==> src/rtl/sparse_pe_pkg.sv <==
// Shared widths, APB bus structs, register map and command struct; import in every PE module
package sparse_pe_pkg;

    // ==================================================
    // Datapath and bus widths
    // ==================================================
    // Signed activation / weight element
    localparam int DATA_W = 8;
    // Signed partial sum, wraps at this width
    localparam int PSUM_W = 32;
    // APB address and data
    localparam int APB_AW = 12;
    localparam int APB_DW = 32;

    // ==================================================
    // APB request / response
    // ==================================================
    // Host side of the bus
    typedef struct packed {
        logic [APB_AW-1:0] paddr;
        logic              psel;
        logic              penable;
        logic              pwrite;
        logic [APB_DW-1:0] pwdata;
    } apb_req_t;

    // Slave side of the bus
    typedef struct packed {
        logic [APB_DW-1:0] prdata;
        logic              pready;
        logic              pslverr;
    } apb_rsp_t;

    // Single-cycle command pulses to the row datapath
    typedef struct packed {
        logic start;
        logic row_end;
    } pe_cmd_t;

    // ==================================================
    // Register map, byte offsets
    // ==================================================
    localparam logic [APB_AW-1:0] REG_CTRL      = 12'h000;
    localparam logic [APB_AW-1:0] REG_ACT_FLAG  = 12'h004;
    localparam logic [APB_AW-1:0] REG_WEI_FLAG0 = 12'h008;
    localparam logic [APB_AW-1:0] REG_WEI_FLAG1 = 12'h00C;
    localparam logic [APB_AW-1:0] REG_WEI_FLAG2 = 12'h010;
    // Block windows, four lanes per word, lane 0 in low byte
    localparam logic [APB_AW-1:0] REG_ACT_BASE  = 12'h040;
    localparam logic [APB_AW-1:0] REG_WEI0_BASE = 12'h080;
    localparam logic [APB_AW-1:0] REG_WEI1_BASE = 12'h0C0;
    localparam logic [APB_AW-1:0] REG_WEI2_BASE = 12'h100;
    // Psum entry i at base + 4*i
    localparam logic [APB_AW-1:0] REG_PSUM_BASE = 12'h200;

endpackage

==> src/rtl/psum_row_buf.sv <==
// Partial-sum row storage with an accumulate port for the datapath and a host access port
`timescale 1ns/1ps

module psum_row_buf
    import sparse_pe_pkg::*;
#(
    parameter int LENPSUM = 16
) (
    input  logic                       clk,
    input  logic                       rst_n,
    input  logic                       acc_en,
    input  logic [$clog2(LENPSUM)-1:0] acc_addr,
    input  logic signed [PSUM_W-1:0]   acc_val,
    input  logic                       host_we,
    input  logic [$clog2(LENPSUM)-1:0] host_addr,
    input  logic [PSUM_W-1:0]          host_wdata,
    output logic [PSUM_W-1:0]          host_rdata
);

    // ==================================================
    // Psum entries
    // ==================================================
    logic signed [PSUM_W-1:0] psum [LENPSUM];

    // Read-add-write from the row, overwrite from the host
    always_ff @(posedge clk or negedge rst_n) begin
        if (!rst_n) begin
            for (int i = 0; i < LENPSUM; i++) begin
                psum[i] <= '0;
            end
        end else if (acc_en) begin
            // Wraps at psum width
            psum[acc_addr] <= psum[acc_addr] + acc_val;
        end else if (host_we) begin
            // Host writes are held off while busy, no overlap with acc_en
            psum[host_addr] <= host_wdata;
        end
    end

    // ==================================================
    // Host read
    // ==================================================
    // Combinational, muxed into prdata
    assign host_rdata = psum[host_addr];

endmodule

==> src/rtl/sparse_mac.sv <==
// Flag-gated serial dot product over one operand block; one lane per cycle, done pulse at end
`timescale 1ns/1ps

module sparse_mac
    import sparse_pe_pkg::*;
#(
    parameter int BLOCK_DEPTH = 8
) (
    input  logic                               clk,
    input  logic                               rst_n,
    input  logic                               start,
    input  logic [BLOCK_DEPTH-1:0]             act_flag,
    input  logic [BLOCK_DEPTH-1:0][DATA_W-1:0] act_blk,
    input  logic [BLOCK_DEPTH-1:0]             wei_flag,
    input  logic [BLOCK_DEPTH-1:0][DATA_W-1:0] wei_blk,
    output logic                               done,
    output logic signed [PSUM_W-1:0]           mac
);

    localparam int LANE_W = $clog2(BLOCK_DEPTH);

    logic                       run;
    logic [LANE_W-1:0]          lane;
    logic                       hit;
    logic signed [2*DATA_W-1:0] prod;
    logic signed [PSUM_W-1:0]   prod_ext;
    logic signed [PSUM_W-1:0]   acc;

    // ==================================================
    // Current lane product
    // ==================================================
    always_comb begin
        // Idle counter sits at lane 0 for the start cycle
        hit      = act_flag[lane] & wei_flag[lane];
        prod     = signed'(act_blk[lane]) * signed'(wei_blk[lane]);
        // Sign extend to psum width
        prod_ext = prod;
    end

    // ==================================================
    // Lane walk and accumulate
    // ==================================================
    always_ff @(posedge clk or negedge rst_n) begin
        if (!rst_n) begin
            run  <= 1'b0;
            lane <= '0;
            acc  <= '0;
            done <= 1'b0;
        end else begin
            done <= 1'b0;
            if (start) begin
                // Restart with the sum seeded by lane 0
                acc  <= hit ? prod_ext : '0;
                lane <= LANE_W'(1);
                run  <= 1'b1;
            end else if (run) begin
                // Zero-flagged lanes skip the add
                if (hit) begin
                    acc <= acc + prod_ext;
                end
                if (lane == LANE_W'(BLOCK_DEPTH - 1)) begin
                    run  <= 1'b0;
                    lane <= '0;
                    done <= 1'b1;
                end else begin
                    lane <= lane + 1'b1;
                end
            end
        end
    end

    // Held until the next start
    assign mac = acc;

endmodule

==> src/rtl/cnv_row.sv <==
// One convolution row: three sparse MACs, completion join and down-counting psum position
`timescale 1ns/1ps

module cnv_row
    import sparse_pe_pkg::*;
#(
    parameter int BLOCK_DEPTH = 8,
    parameter int LENPSUM     = 16
) (
    input  logic                                    clk,
    input  logic                                    rst_n,
    input  pe_cmd_t                                 cmd,
    input  logic [BLOCK_DEPTH-1:0]                  act_flag,
    input  logic [BLOCK_DEPTH-1:0][DATA_W-1:0]      act_blk,
    input  logic [2:0][BLOCK_DEPTH-1:0]             wei_flag,
    input  logic [2:0][BLOCK_DEPTH-1:0][DATA_W-1:0] wei_blk,
    output logic                                    row_done,
    output logic                                    acc_en,
    output logic [$clog2(LENPSUM)-1:0]              acc_addr,
    output logic signed [PSUM_W-1:0]                acc_val
);

    localparam int PSUM_AW = $clog2(LENPSUM);

    logic [2:0]               mac_done;
    logic signed [PSUM_W-1:0] mac_res [3];
    logic [2:0]               fin_q;
    logic                     join_all;
    logic [PSUM_AW-1:0]       pos;

    // ==================================================
    // Kernel row MACs, activation block shared
    // ==================================================
    for (genvar k = 0; k < 3; k++) begin : g_mac
        sparse_mac #(
            .BLOCK_DEPTH (BLOCK_DEPTH)
        ) u_sparse_mac (
            .clk      (clk),
            .rst_n    (rst_n),
            .start    (cmd.start),
            .act_flag (act_flag),
            .act_blk  (act_blk),
            .wei_flag (wei_flag[k]),
            .wei_blk  (wei_blk[k]),
            .done     (mac_done[k]),
            .mac      (mac_res[k])
        );
    end

    // All three finished, counting this cycle's pulses
    assign join_all = &(fin_q | mac_done);

    // ==================================================
    // Completion join and accumulate issue
    // ==================================================
    always_ff @(posedge clk or negedge rst_n) begin
        if (!rst_n) begin
            fin_q  <= '0;
            acc_en <= 1'b0;
        end else begin
            acc_en <= join_all;
            if (cmd.start || join_all) begin
                fin_q <= '0;
            end else begin
                fin_q <= fin_q | mac_done;
            end
        end
    end

    // Row sum, consumed with acc_en one cycle later
    always_ff @(posedge clk) begin
        acc_val <= mac_res[0] + mac_res[1] + mac_res[2];
    end

    // ==================================================
    // Row position, counts down and wraps
    // ==================================================
    always_ff @(posedge clk or negedge rst_n) begin
        if (!rst_n) begin
            pos <= PSUM_AW'(LENPSUM - 1);
        end else if (cmd.row_end) begin
            pos <= PSUM_AW'(LENPSUM - 1);
        end else if (acc_en) begin
            pos <= pos - 1'b1;
        end
    end

    assign acc_addr = pos;
    // Row finishes with its accumulate
    assign row_done = acc_en;

endmodule

==> src/rtl/pe_ctrl.sv <==
// APB slave and control point of the PE; holds operands, issues commands, tracks busy
`timescale 1ns/1ps

module pe_ctrl
    import sparse_pe_pkg::*;
#(
    parameter int BLOCK_DEPTH = 8,
    parameter int LENPSUM     = 16
) (
    input  logic                                    clk,
    input  logic                                    rst_n,
    input  apb_req_t                                apb_req,
    output apb_rsp_t                                apb_rsp,
    output logic [BLOCK_DEPTH-1:0]                  act_flag,
    output logic [BLOCK_DEPTH-1:0][DATA_W-1:0]      act_blk,
    output logic [2:0][BLOCK_DEPTH-1:0]             wei_flag,
    output logic [2:0][BLOCK_DEPTH-1:0][DATA_W-1:0] wei_blk,
    output pe_cmd_t                                 cmd,
    input  logic                                    row_done,
    output logic                                    host_we,
    output logic [$clog2(LENPSUM)-1:0]              host_addr,
    output logic [PSUM_W-1:0]                       host_wdata,
    input  logic [PSUM_W-1:0]                       host_rdata
);

    // Words per block window
    localparam int WORDS    = BLOCK_DEPTH / 4;
    localparam int PSUM_AW  = $clog2(LENPSUM);
    // First byte past the psum window
    localparam int PSUM_END = int'(REG_PSUM_BASE) + 4 * LENPSUM;

    // ==================================================
    // Address decode
    // ==================================================
    logic              access;
    logic [3:0]        word_idx;
    logic [5:0]        lane_base;
    logic              blk_ok;
    logic              sel_ctrl;
    logic              sel_aflag;
    logic              sel_act;
    logic              sel_psum;
    logic [2:0]        sel_wflag;
    logic [2:0]        sel_wblk;
    logic              mapped;
    logic              stall;
    logic              wr_done;
    logic              busy;
    logic [APB_DW-1:0] rdata;

    always_comb begin
        access    = apb_req.psel & apb_req.penable;
        word_idx  = apb_req.paddr[5:2];
        // First lane held by the addressed word
        lane_base = {word_idx, 2'b00};
        blk_ok    = (apb_req.paddr[1:0] == 2'b00) && (int'(word_idx) < WORDS);

        sel_ctrl     = apb_req.paddr == REG_CTRL;
        sel_aflag    = apb_req.paddr == REG_ACT_FLAG;
        sel_wflag[0] = apb_req.paddr == REG_WEI_FLAG0;
        sel_wflag[1] = apb_req.paddr == REG_WEI_FLAG1;
        sel_wflag[2] = apb_req.paddr == REG_WEI_FLAG2;

        // Block windows are 64 bytes, so match on the upper address bits
        sel_act     = blk_ok && (apb_req.paddr[11:6] == REG_ACT_BASE[11:6]);
        sel_wblk[0] = blk_ok && (apb_req.paddr[11:6] == REG_WEI0_BASE[11:6]);
        sel_wblk[1] = blk_ok && (apb_req.paddr[11:6] == REG_WEI1_BASE[11:6]);
        sel_wblk[2] = blk_ok && (apb_req.paddr[11:6] == REG_WEI2_BASE[11:6]);

        sel_psum = (apb_req.paddr[1:0] == 2'b00)
                && (apb_req.paddr >= REG_PSUM_BASE)
                && (int'(apb_req.paddr) < PSUM_END);

        mapped = sel_ctrl | sel_aflag | sel_act | sel_psum | (|sel_wflag) | (|sel_wblk);

        // Back-pressure: new start or psum write must wait for the row to finish
        stall = busy & apb_req.pwrite
              & ((sel_ctrl & apb_req.pwdata[0]) | sel_psum);

        wr_done = access & ~stall & apb_req.pwrite & mapped;
    end

    // ==================================================
    // Read mux and response
    // ==================================================
    always_comb begin
        rdata = '0;
        if (sel_ctrl) begin
            rdata = APB_DW'(busy);
        end else if (sel_aflag) begin
            rdata = APB_DW'(act_flag);
        end else if (sel_act) begin
            rdata = act_blk[lane_base +: 4];
        end else if (sel_psum) begin
            rdata = host_rdata;
        end else begin
            // Weight flags and blocks, at most one selected
            for (int k = 0; k < 3; k++) begin
                if (sel_wflag[k]) begin
                    rdata = APB_DW'(wei_flag[k]);
                end
                if (sel_wblk[k]) begin
                    rdata = wei_blk[k][lane_base +: 4];
                end
            end
        end
    end

    assign apb_rsp.prdata  = rdata;
    assign apb_rsp.pready  = access & ~stall;
    // Unmapped offsets fail, no side effect
    assign apb_rsp.pslverr = access & ~stall & ~mapped;

    // Psum window goes straight to the buffer host port
    assign host_we    = wr_done & sel_psum;
    assign host_addr  = apb_req.paddr[2 +: PSUM_AW];
    assign host_wdata = apb_req.pwdata;

    // ==================================================
    // Operand registers
    // ==================================================
    always_ff @(posedge clk or negedge rst_n) begin
        if (!rst_n) begin
            act_flag <= '0;
            act_blk  <= '0;
            wei_flag <= '0;
            wei_blk  <= '0;
        end else if (wr_done) begin
            if (sel_aflag) begin
                act_flag <= apb_req.pwdata[BLOCK_DEPTH-1:0];
            end
            if (sel_act) begin
                act_blk[lane_base +: 4] <= apb_req.pwdata;
            end
            for (int k = 0; k < 3; k++) begin
                if (sel_wflag[k]) begin
                    wei_flag[k] <= apb_req.pwdata[BLOCK_DEPTH-1:0];
                end
                if (sel_wblk[k]) begin
                    wei_blk[k][lane_base +: 4] <= apb_req.pwdata;
                end
            end
        end
    end

    // ==================================================
    // Command pulses and busy
    // ==================================================
    always_ff @(posedge clk or negedge rst_n) begin
        if (!rst_n) begin
            cmd  <= '0;
            busy <= 1'b0;
        end else begin
            // Start only completes when idle, stall guarantees that
            cmd.start   <= wr_done & sel_ctrl & apb_req.pwdata[0];
            // Row end dropped while a row is in flight
            cmd.row_end <= wr_done & sel_ctrl & apb_req.pwdata[1] & ~busy;
            if (wr_done & sel_ctrl & apb_req.pwdata[0]) begin
                busy <= 1'b1;
            end else if (row_done) begin
                busy <= 1'b0;
            end
        end
    end

endmodule

==> src/rtl/sparse_pe_top.sv <==
// Top level of the sparse convolution PE; APB in, control wired to the row datapath and psums
`timescale 1ns/1ps

module sparse_pe_top
    import sparse_pe_pkg::*;
#(
    parameter int BLOCK_DEPTH = 8,
    parameter int LENPSUM     = 16
) (
    input  logic     clk,
    input  logic     rst_n,
    input  apb_req_t apb_req,
    output apb_rsp_t apb_rsp
);

    localparam int PSUM_AW = $clog2(LENPSUM);

    // ==================================================
    // Control to datapath
    // ==================================================
    logic [BLOCK_DEPTH-1:0]                  act_flag;
    logic [BLOCK_DEPTH-1:0][DATA_W-1:0]      act_blk;
    logic [2:0][BLOCK_DEPTH-1:0]             wei_flag;
    logic [2:0][BLOCK_DEPTH-1:0][DATA_W-1:0] wei_blk;
    pe_cmd_t                                 cmd;
    logic                                    row_done;
    // Accumulate port
    logic                                    acc_en;
    logic [PSUM_AW-1:0]                      acc_addr;
    logic signed [PSUM_W-1:0]                acc_val;
    // Host psum port
    logic                                    host_we;
    logic [PSUM_AW-1:0]                      host_addr;
    logic [PSUM_W-1:0]                       host_wdata;
    logic [PSUM_W-1:0]                       host_rdata;

    pe_ctrl #(.BLOCK_DEPTH(BLOCK_DEPTH), .LENPSUM(LENPSUM)) u_pe_ctrl (
        .clk(clk), .rst_n(rst_n), .apb_req(apb_req), .apb_rsp(apb_rsp),
        .act_flag(act_flag), .act_blk(act_blk), .wei_flag(wei_flag), .wei_blk(wei_blk),
        .cmd(cmd), .row_done(row_done), .host_we(host_we), .host_addr(host_addr),
        .host_wdata(host_wdata), .host_rdata(host_rdata)
    );

    cnv_row #(.BLOCK_DEPTH(BLOCK_DEPTH), .LENPSUM(LENPSUM)) u_cnv_row (
        .clk(clk), .rst_n(rst_n), .cmd(cmd),
        .act_flag(act_flag), .act_blk(act_blk), .wei_flag(wei_flag), .wei_blk(wei_blk),
        .row_done(row_done), .acc_en(acc_en), .acc_addr(acc_addr), .acc_val(acc_val)
    );

    psum_row_buf #(.LENPSUM(LENPSUM)) u_psum_row_buf (
        .clk(clk), .rst_n(rst_n), .acc_en(acc_en), .acc_addr(acc_addr), .acc_val(acc_val),
        .host_we(host_we), .host_addr(host_addr), .host_wdata(host_wdata),
        .host_rdata(host_rdata)
    );

endmodule

==> config.mk <==
export PLATFORM = sky130hd
export DESIGN_NAME = sparse_pe_top
export DESIGN_NICKNAME = d
export VERILOG_FILES = /design/src/rtl/sparse_pe_pkg.sv /design/src/rtl/psum_row_buf.sv /design/src/rtl/sparse_mac.sv /design/src/rtl/cnv_row.sv /design/src/rtl/pe_ctrl.sv /design/src/rtl/sparse_pe_top.sv
export SDC_FILE = /design/constraint.sdc
export NUM_CORES = 2
export LEC_CHECK = 0
export ABC_AREA = 1
export BUFFER_PORTS_ARGS = -buffer_cell sky130_fd_sc_hd__clkbuf_2
export CORE_UTILIZATION = 36
export DETAILED_ROUTE_END_ITERATION = 16
export PLACE_DENSITY = 0.56
export SYNTH_ARGS = -nofsm -noshare
export SYNTH_HDL_FRONTEND = slang
export SYNTH_SLANG_ARGS = --single-unit
==> constraint.sdc <==
create_clock -name clk -period 7.9 [get_ports clk]
set_clock_uncertainty 0.2 [all_clocks]
set_input_delay 0.395 -clock clk [delete_from_list [all_inputs] [get_ports clk]]
set_output_delay 0.395 -clock clk [all_outputs]
set_load 0.005 [all_outputs]
==> results.txt <==
----------------------------------------------------
[Pwr]
  Register share of total power ... 42.7%
  P_sw ... 3124 uW
  Combinational share of power ... 5.8%
  Power density over cell area ... 137.4 mW/mm2
  Final Total Pwr ... 11440 uW
  Reported leakage power ... 0.03904 uW
  Internal ... 8316 uW
  Net switching share of the total power ... 27.31%
  Worst VDD drop ... 217.3 uV
  Clock Power Share ... 51.5%

[Logic synthesis]
  Portion of synthesized cell area occupied by the leading cell type ... 30.86%
  Number of enable flip-flop cells after synthesis ... 0
  Share of the yosys chip area belonging to registers ... 31.86%
  Post-synthesis area per instance ... 6.713 um2
  Flops & latches, synth ... 954
  Top cells by area, synth ... sky130_fd_sc_hd__dfrtp_1, sky130_fd_sc_hd__nand2_1, sky130_fd_sc_hd__o21ai_0
  Synthesis warning total ... 0
  Post-synthesis net count ... 11.59k
  Post-Synthesis Cell Area ... 0.07444 mm2
  Cell count after synthesis ... 11.09k
  Number of distinct library cell variants in the gate-level netlist after synthesis ... 58
  Most used flip-flop cell after synthesis ... sky130_fd_sc_hd__dfrtp_1
  Dominant cell type by area after synthesis ... sky130_fd_sc_hd__dfrtp_1
  Share of flip-flops with an asynchronous set or reset ... 96.65%

[Final layout]
  Non-Filler Cell Area, Final ... 0.08324 mm2
  Share of final-layout standard cells stronger than drive strength 1 ... 7.490%
  Commonest cells after routing, fill and taps aside ... sky130_fd_sc_hd__nand2_1, sky130_fd_sc_hd__o21ai_0, sky130_fd_sc_hd__inv_1
  Fill cell total of the finished layout ... 21.57k
  Net count of the finished layout ... 11.54k
  Final design utilization ... 40.61%
  P&R area growth vs syn ... 11.83%
  Most common cell after layout, fill and taps aside ... sky130_fd_sc_hd__nand2_1

[Critical path]
  Data arrival at the endpoint of the critical path ... 8.07 ns
  Critical path class ... flop to flop
  Worst-path maximum fanout ... 25
  CP most frequent cell ... sky130_fd_sc_hd__nand2_1
  Worst-path cell with the longest stage delay ... sky130_fd_sc_hd__fa_1
  Largest delay contributor family on the critical path ... adder cells
  CP startpoint kind ... flop
  Critical Path Stages ... 36
  Cell depth of the worst flop-to-flop path ... 36
  Kind of end point of the critical path ... flop
  Max stage delay on crit path ... 0.55 ns
  Critical path required time ... 8.38 ns
  Number of buffers and inverters on the critical path ... 11

[Floorplan]
  Die X-Extent ... 456.7 um
  Core Box Area ... 0.2050 mm2
  Die Footprint ... 0.2086 mm2
  Starting density of the core ... 36.31%
  Number of ports placed on the die boundary ... 83
  Vertical extent of the die ... 456.7 um
  Site Rows ... 166

[Routing]
  Drc violations ... 0
  Number of iterations in the first detailed-routing pass ... 9
  Count of nets left with antenna violations after detail routing ... 0
  Per-cell via count in the routed design ... 5.963
  Number of vias in the routed layout ... 82.49k
  Starting DRT DRC Count ... 10.66k
  WL final ... 386800 um
  Average wire length per cell after detail routing ... 27.96 um

[GRT]
  Number of antenna violations at the first check in global routing ... 36
  Aggregate global routing overflow ... 0
  Global-route usage over all layers ... 36.03%
  Pin count of the biggest net entering global routing ... 168
  First-pass GRT wire length ... 552600 um
  Vias in the first global route ... 77.56k

[Status]
  Run status ... finished with violations
  Violations in the final reports ... hold timing

[Clocking]
  Max H-tree Level ... 3
  Insertion delay of the later-clocked pin in the worst-skew pair ... 0.84 ns
  Clock transition at the registers of the reported paths ... 0.07 ns
  Clock net sink count ... 954
  CTS tree ... done
  Clock tree root driver cell ... sky130_fd_sc_hd__clkbuf_16
  Number of buffers added by the clock tree synthesis step ... 117
  Deepest clock path buffer count ... 3

[Worst hold path]
  Class of the tightest hold or removal check ... primary input to async pin

[Timing]
  Final period utilization ... 96.00%
  Worst Max-Slew Pin Slew ... 1.430 ns
  Setup repair after global routing missed its margin ... true
  Final-report hold violation count ... 3
  Headroom to the max-slew limit ... 4.068%
  Maximum clock rate ... 131.9 MHz
  Fin. max-slew vios ... 0
  Fin Hold WS ... -0.02246 ns
  # setup viols final ... 0
  Final critical-path required period ... 7.584 ns

[Flow run]
  Number of max-cap violations ... 0

[Placement]
  Weighted congestion at the end of routability-driven global placement ... 1.002
  Placed cell area ... 0.07876 mm2
  Number of buffers inserted by port buffering ... 82
  Detailed Place HPWL ... 265700 um

----------------------------------------------------
[repair_timing]
action                     in CTS  in global routing
resized for setup               1                 46
cloned                          0                  3
buffers inserted                0                  7
setup endpoints to repair       2                 58
hold endpoints to repair      188                  0
hold buffers                   24                  0
pin swaps                       0                  1
[stage by stage]
stage	worst slack, ns	TNS [ns]	hold slack (ns)	cells
after CTS	0.08682	0	0.01089	13812
after floorplan	0.8416	0	-0.1006	11088
final	0.3163	0	-0.02246	13832
after global placement	-0.06782	-0.06782	0.2566	13572
after global routing	-0.02570	-0.03234	0.05092	13825
after detailed placement	-0.1169	-0.1219	0.2590	13572
[power groups by stage]
stage	sequential [uW]	clock, uW	combinational [uW]
6_report	4880	5890	669
3_5_place_dp	4980	0	628
2_1_floorplan	4980	0	252
4_1_cts	4890	5900	640
3_3_place_gp	4980	0	627
5_1_grt	4880	6080	690
[area by class of cell]
class                   instances  area, um2  area share (%)
multi-input cells            8294      43760           52.57
flip-flops and latches        954      23730           28.51
inverters                    1177       4471           5.370
repair buffers                492       3877           4.658
well taps                    2688       3363           4.040
clock buffers                 157       3208           3.854
clock inverters                59      792.0          0.9514
diodes                          9      22.52         0.02705
repair inverters                2      15.01         0.01804
[synth_stat cells, types with 14 or more instances]
library cell,n
sky130_fd_sc_hd__a2111o_1,14
sky130_fd_sc_hd__a21boi_0,16
sky130_fd_sc_hd__a21o_1,18
sky130_fd_sc_hd__a21oi_1,1032
sky130_fd_sc_hd__a31oi_1,35
sky130_fd_sc_hd__buf_1,40
sky130_fd_sc_hd__buf_2,112
sky130_fd_sc_hd__buf_4,16
sky130_fd_sc_hd__clkbuf_1,492
sky130_fd_sc_hd__clkinv_1,26
sky130_fd_sc_hd__dfrtp_1,918
sky130_fd_sc_hd__dfxtp_1,32
sky130_fd_sc_hd__fa_1,201
sky130_fd_sc_hd__ha_1,255
sky130_fd_sc_hd__inv_1,1117
sky130_fd_sc_hd__inv_2,32
sky130_fd_sc_hd__nand2_1,2756
sky130_fd_sc_hd__nand3_1,491
sky130_fd_sc_hd__nand3b_1,20
sky130_fd_sc_hd__nand4_1,62
sky130_fd_sc_hd__nor2_1,987
sky130_fd_sc_hd__nor3_1,54
sky130_fd_sc_hd__o2111ai_1,22
sky130_fd_sc_hd__o211ai_1,36
sky130_fd_sc_hd__o21ai_0,1389
sky130_fd_sc_hd__o21ai_1,311
sky130_fd_sc_hd__o21bai_1,33
sky130_fd_sc_hd__o22ai_1,286
sky130_fd_sc_hd__o31ai_1,31
sky130_fd_sc_hd__or2_2,29
sky130_fd_sc_hd__or4_1,16
sky130_fd_sc_hd__xnor2_1,30
sky130_fd_sc_hd__xor2_1,49
[worst register-to-register path: cells and delay by family (launching register included)]
family | cells | cell delay, ns
AOI/OAI and AO/OA | 9 | 1.48
adders and majority gates | 6 | 2.61
buffers and inverters | 11 | 1.38
DFF | 1 | 0.45
and+or+nand+nor | 10 | 1.34
[registers in the layout, indices dropped and copies added (netlist names)]
signal                             cells
u_psum_row_buf.psum                  512
u_pe_ctrl.wei_blk                    192
u_cnv_row.g_mac.u_sparse_mac.mac      96
u_pe_ctrl.act_blk                     64
u_cnv_row.acc_val                     32
u_pe_ctrl.wei_flag                    24
u_cnv_row.g_mac.u_sparse_mac.lane      9
u_pe_ctrl.act_flag                     8
u_cnv_row.acc_addr                     4
u_cnv_row.fin_q                        3
u_cnv_row.g_mac.u_sparse_mac.done      3
u_cnv_row.g_mac.u_sparse_mac.run       3
u_pe_ctrl.cmd                          2
u_cnv_row.acc_en                       1
u_pe_ctrl.busy                         1
[metal layers]
layer	share of wire, %	track usage (%)	vias up
met2	42	54.10	5165
met5	0.054	0	-
met3	12	10.25	1371
met4	8.0	23.88	32
met1	38	44.90	39297
li1	-	-	36620
[final timing paths]
check / from / slack, ns / end
min in group clk: apb_req[8] / 0.07 / u_pe_ctrl.wei_blk[8]
max: u_cnv_row.g_mac[0].u_sparse_mac.lane[0] / 0.32 / u_cnv_row.g_mac[0].u_sparse_mac.mac[18]
min: rst_n / -0.02 / u_psum_row_buf.psum[207]
max in group asynchronous: rst_n / 5.44 / u_psum_row_buf.psum[125]
max reg2reg: u_cnv_row.g_mac[0].u_sparse_mac.lane[0] / 0.32 / u_cnv_row.g_mac[0].u_sparse_mac.mac[18]
min reg2reg: u_psum_row_buf.psum[56] / 0.27 / u_psum_row_buf.psum[56]
[kinds of logic after synthesis]
kind of cell             synth area share (%)
AND/OR/NAND/NOR                         24.37
AO/OA/AOI/OAI                           23.50
buffers and inverters                   9.584
flip-flops                              31.86
adder cells (fa/ha/maj)                 9.692
XOR/XNOR                               0.9295
multiplexers                          0.06724
(Power assumes the default switching activity.)
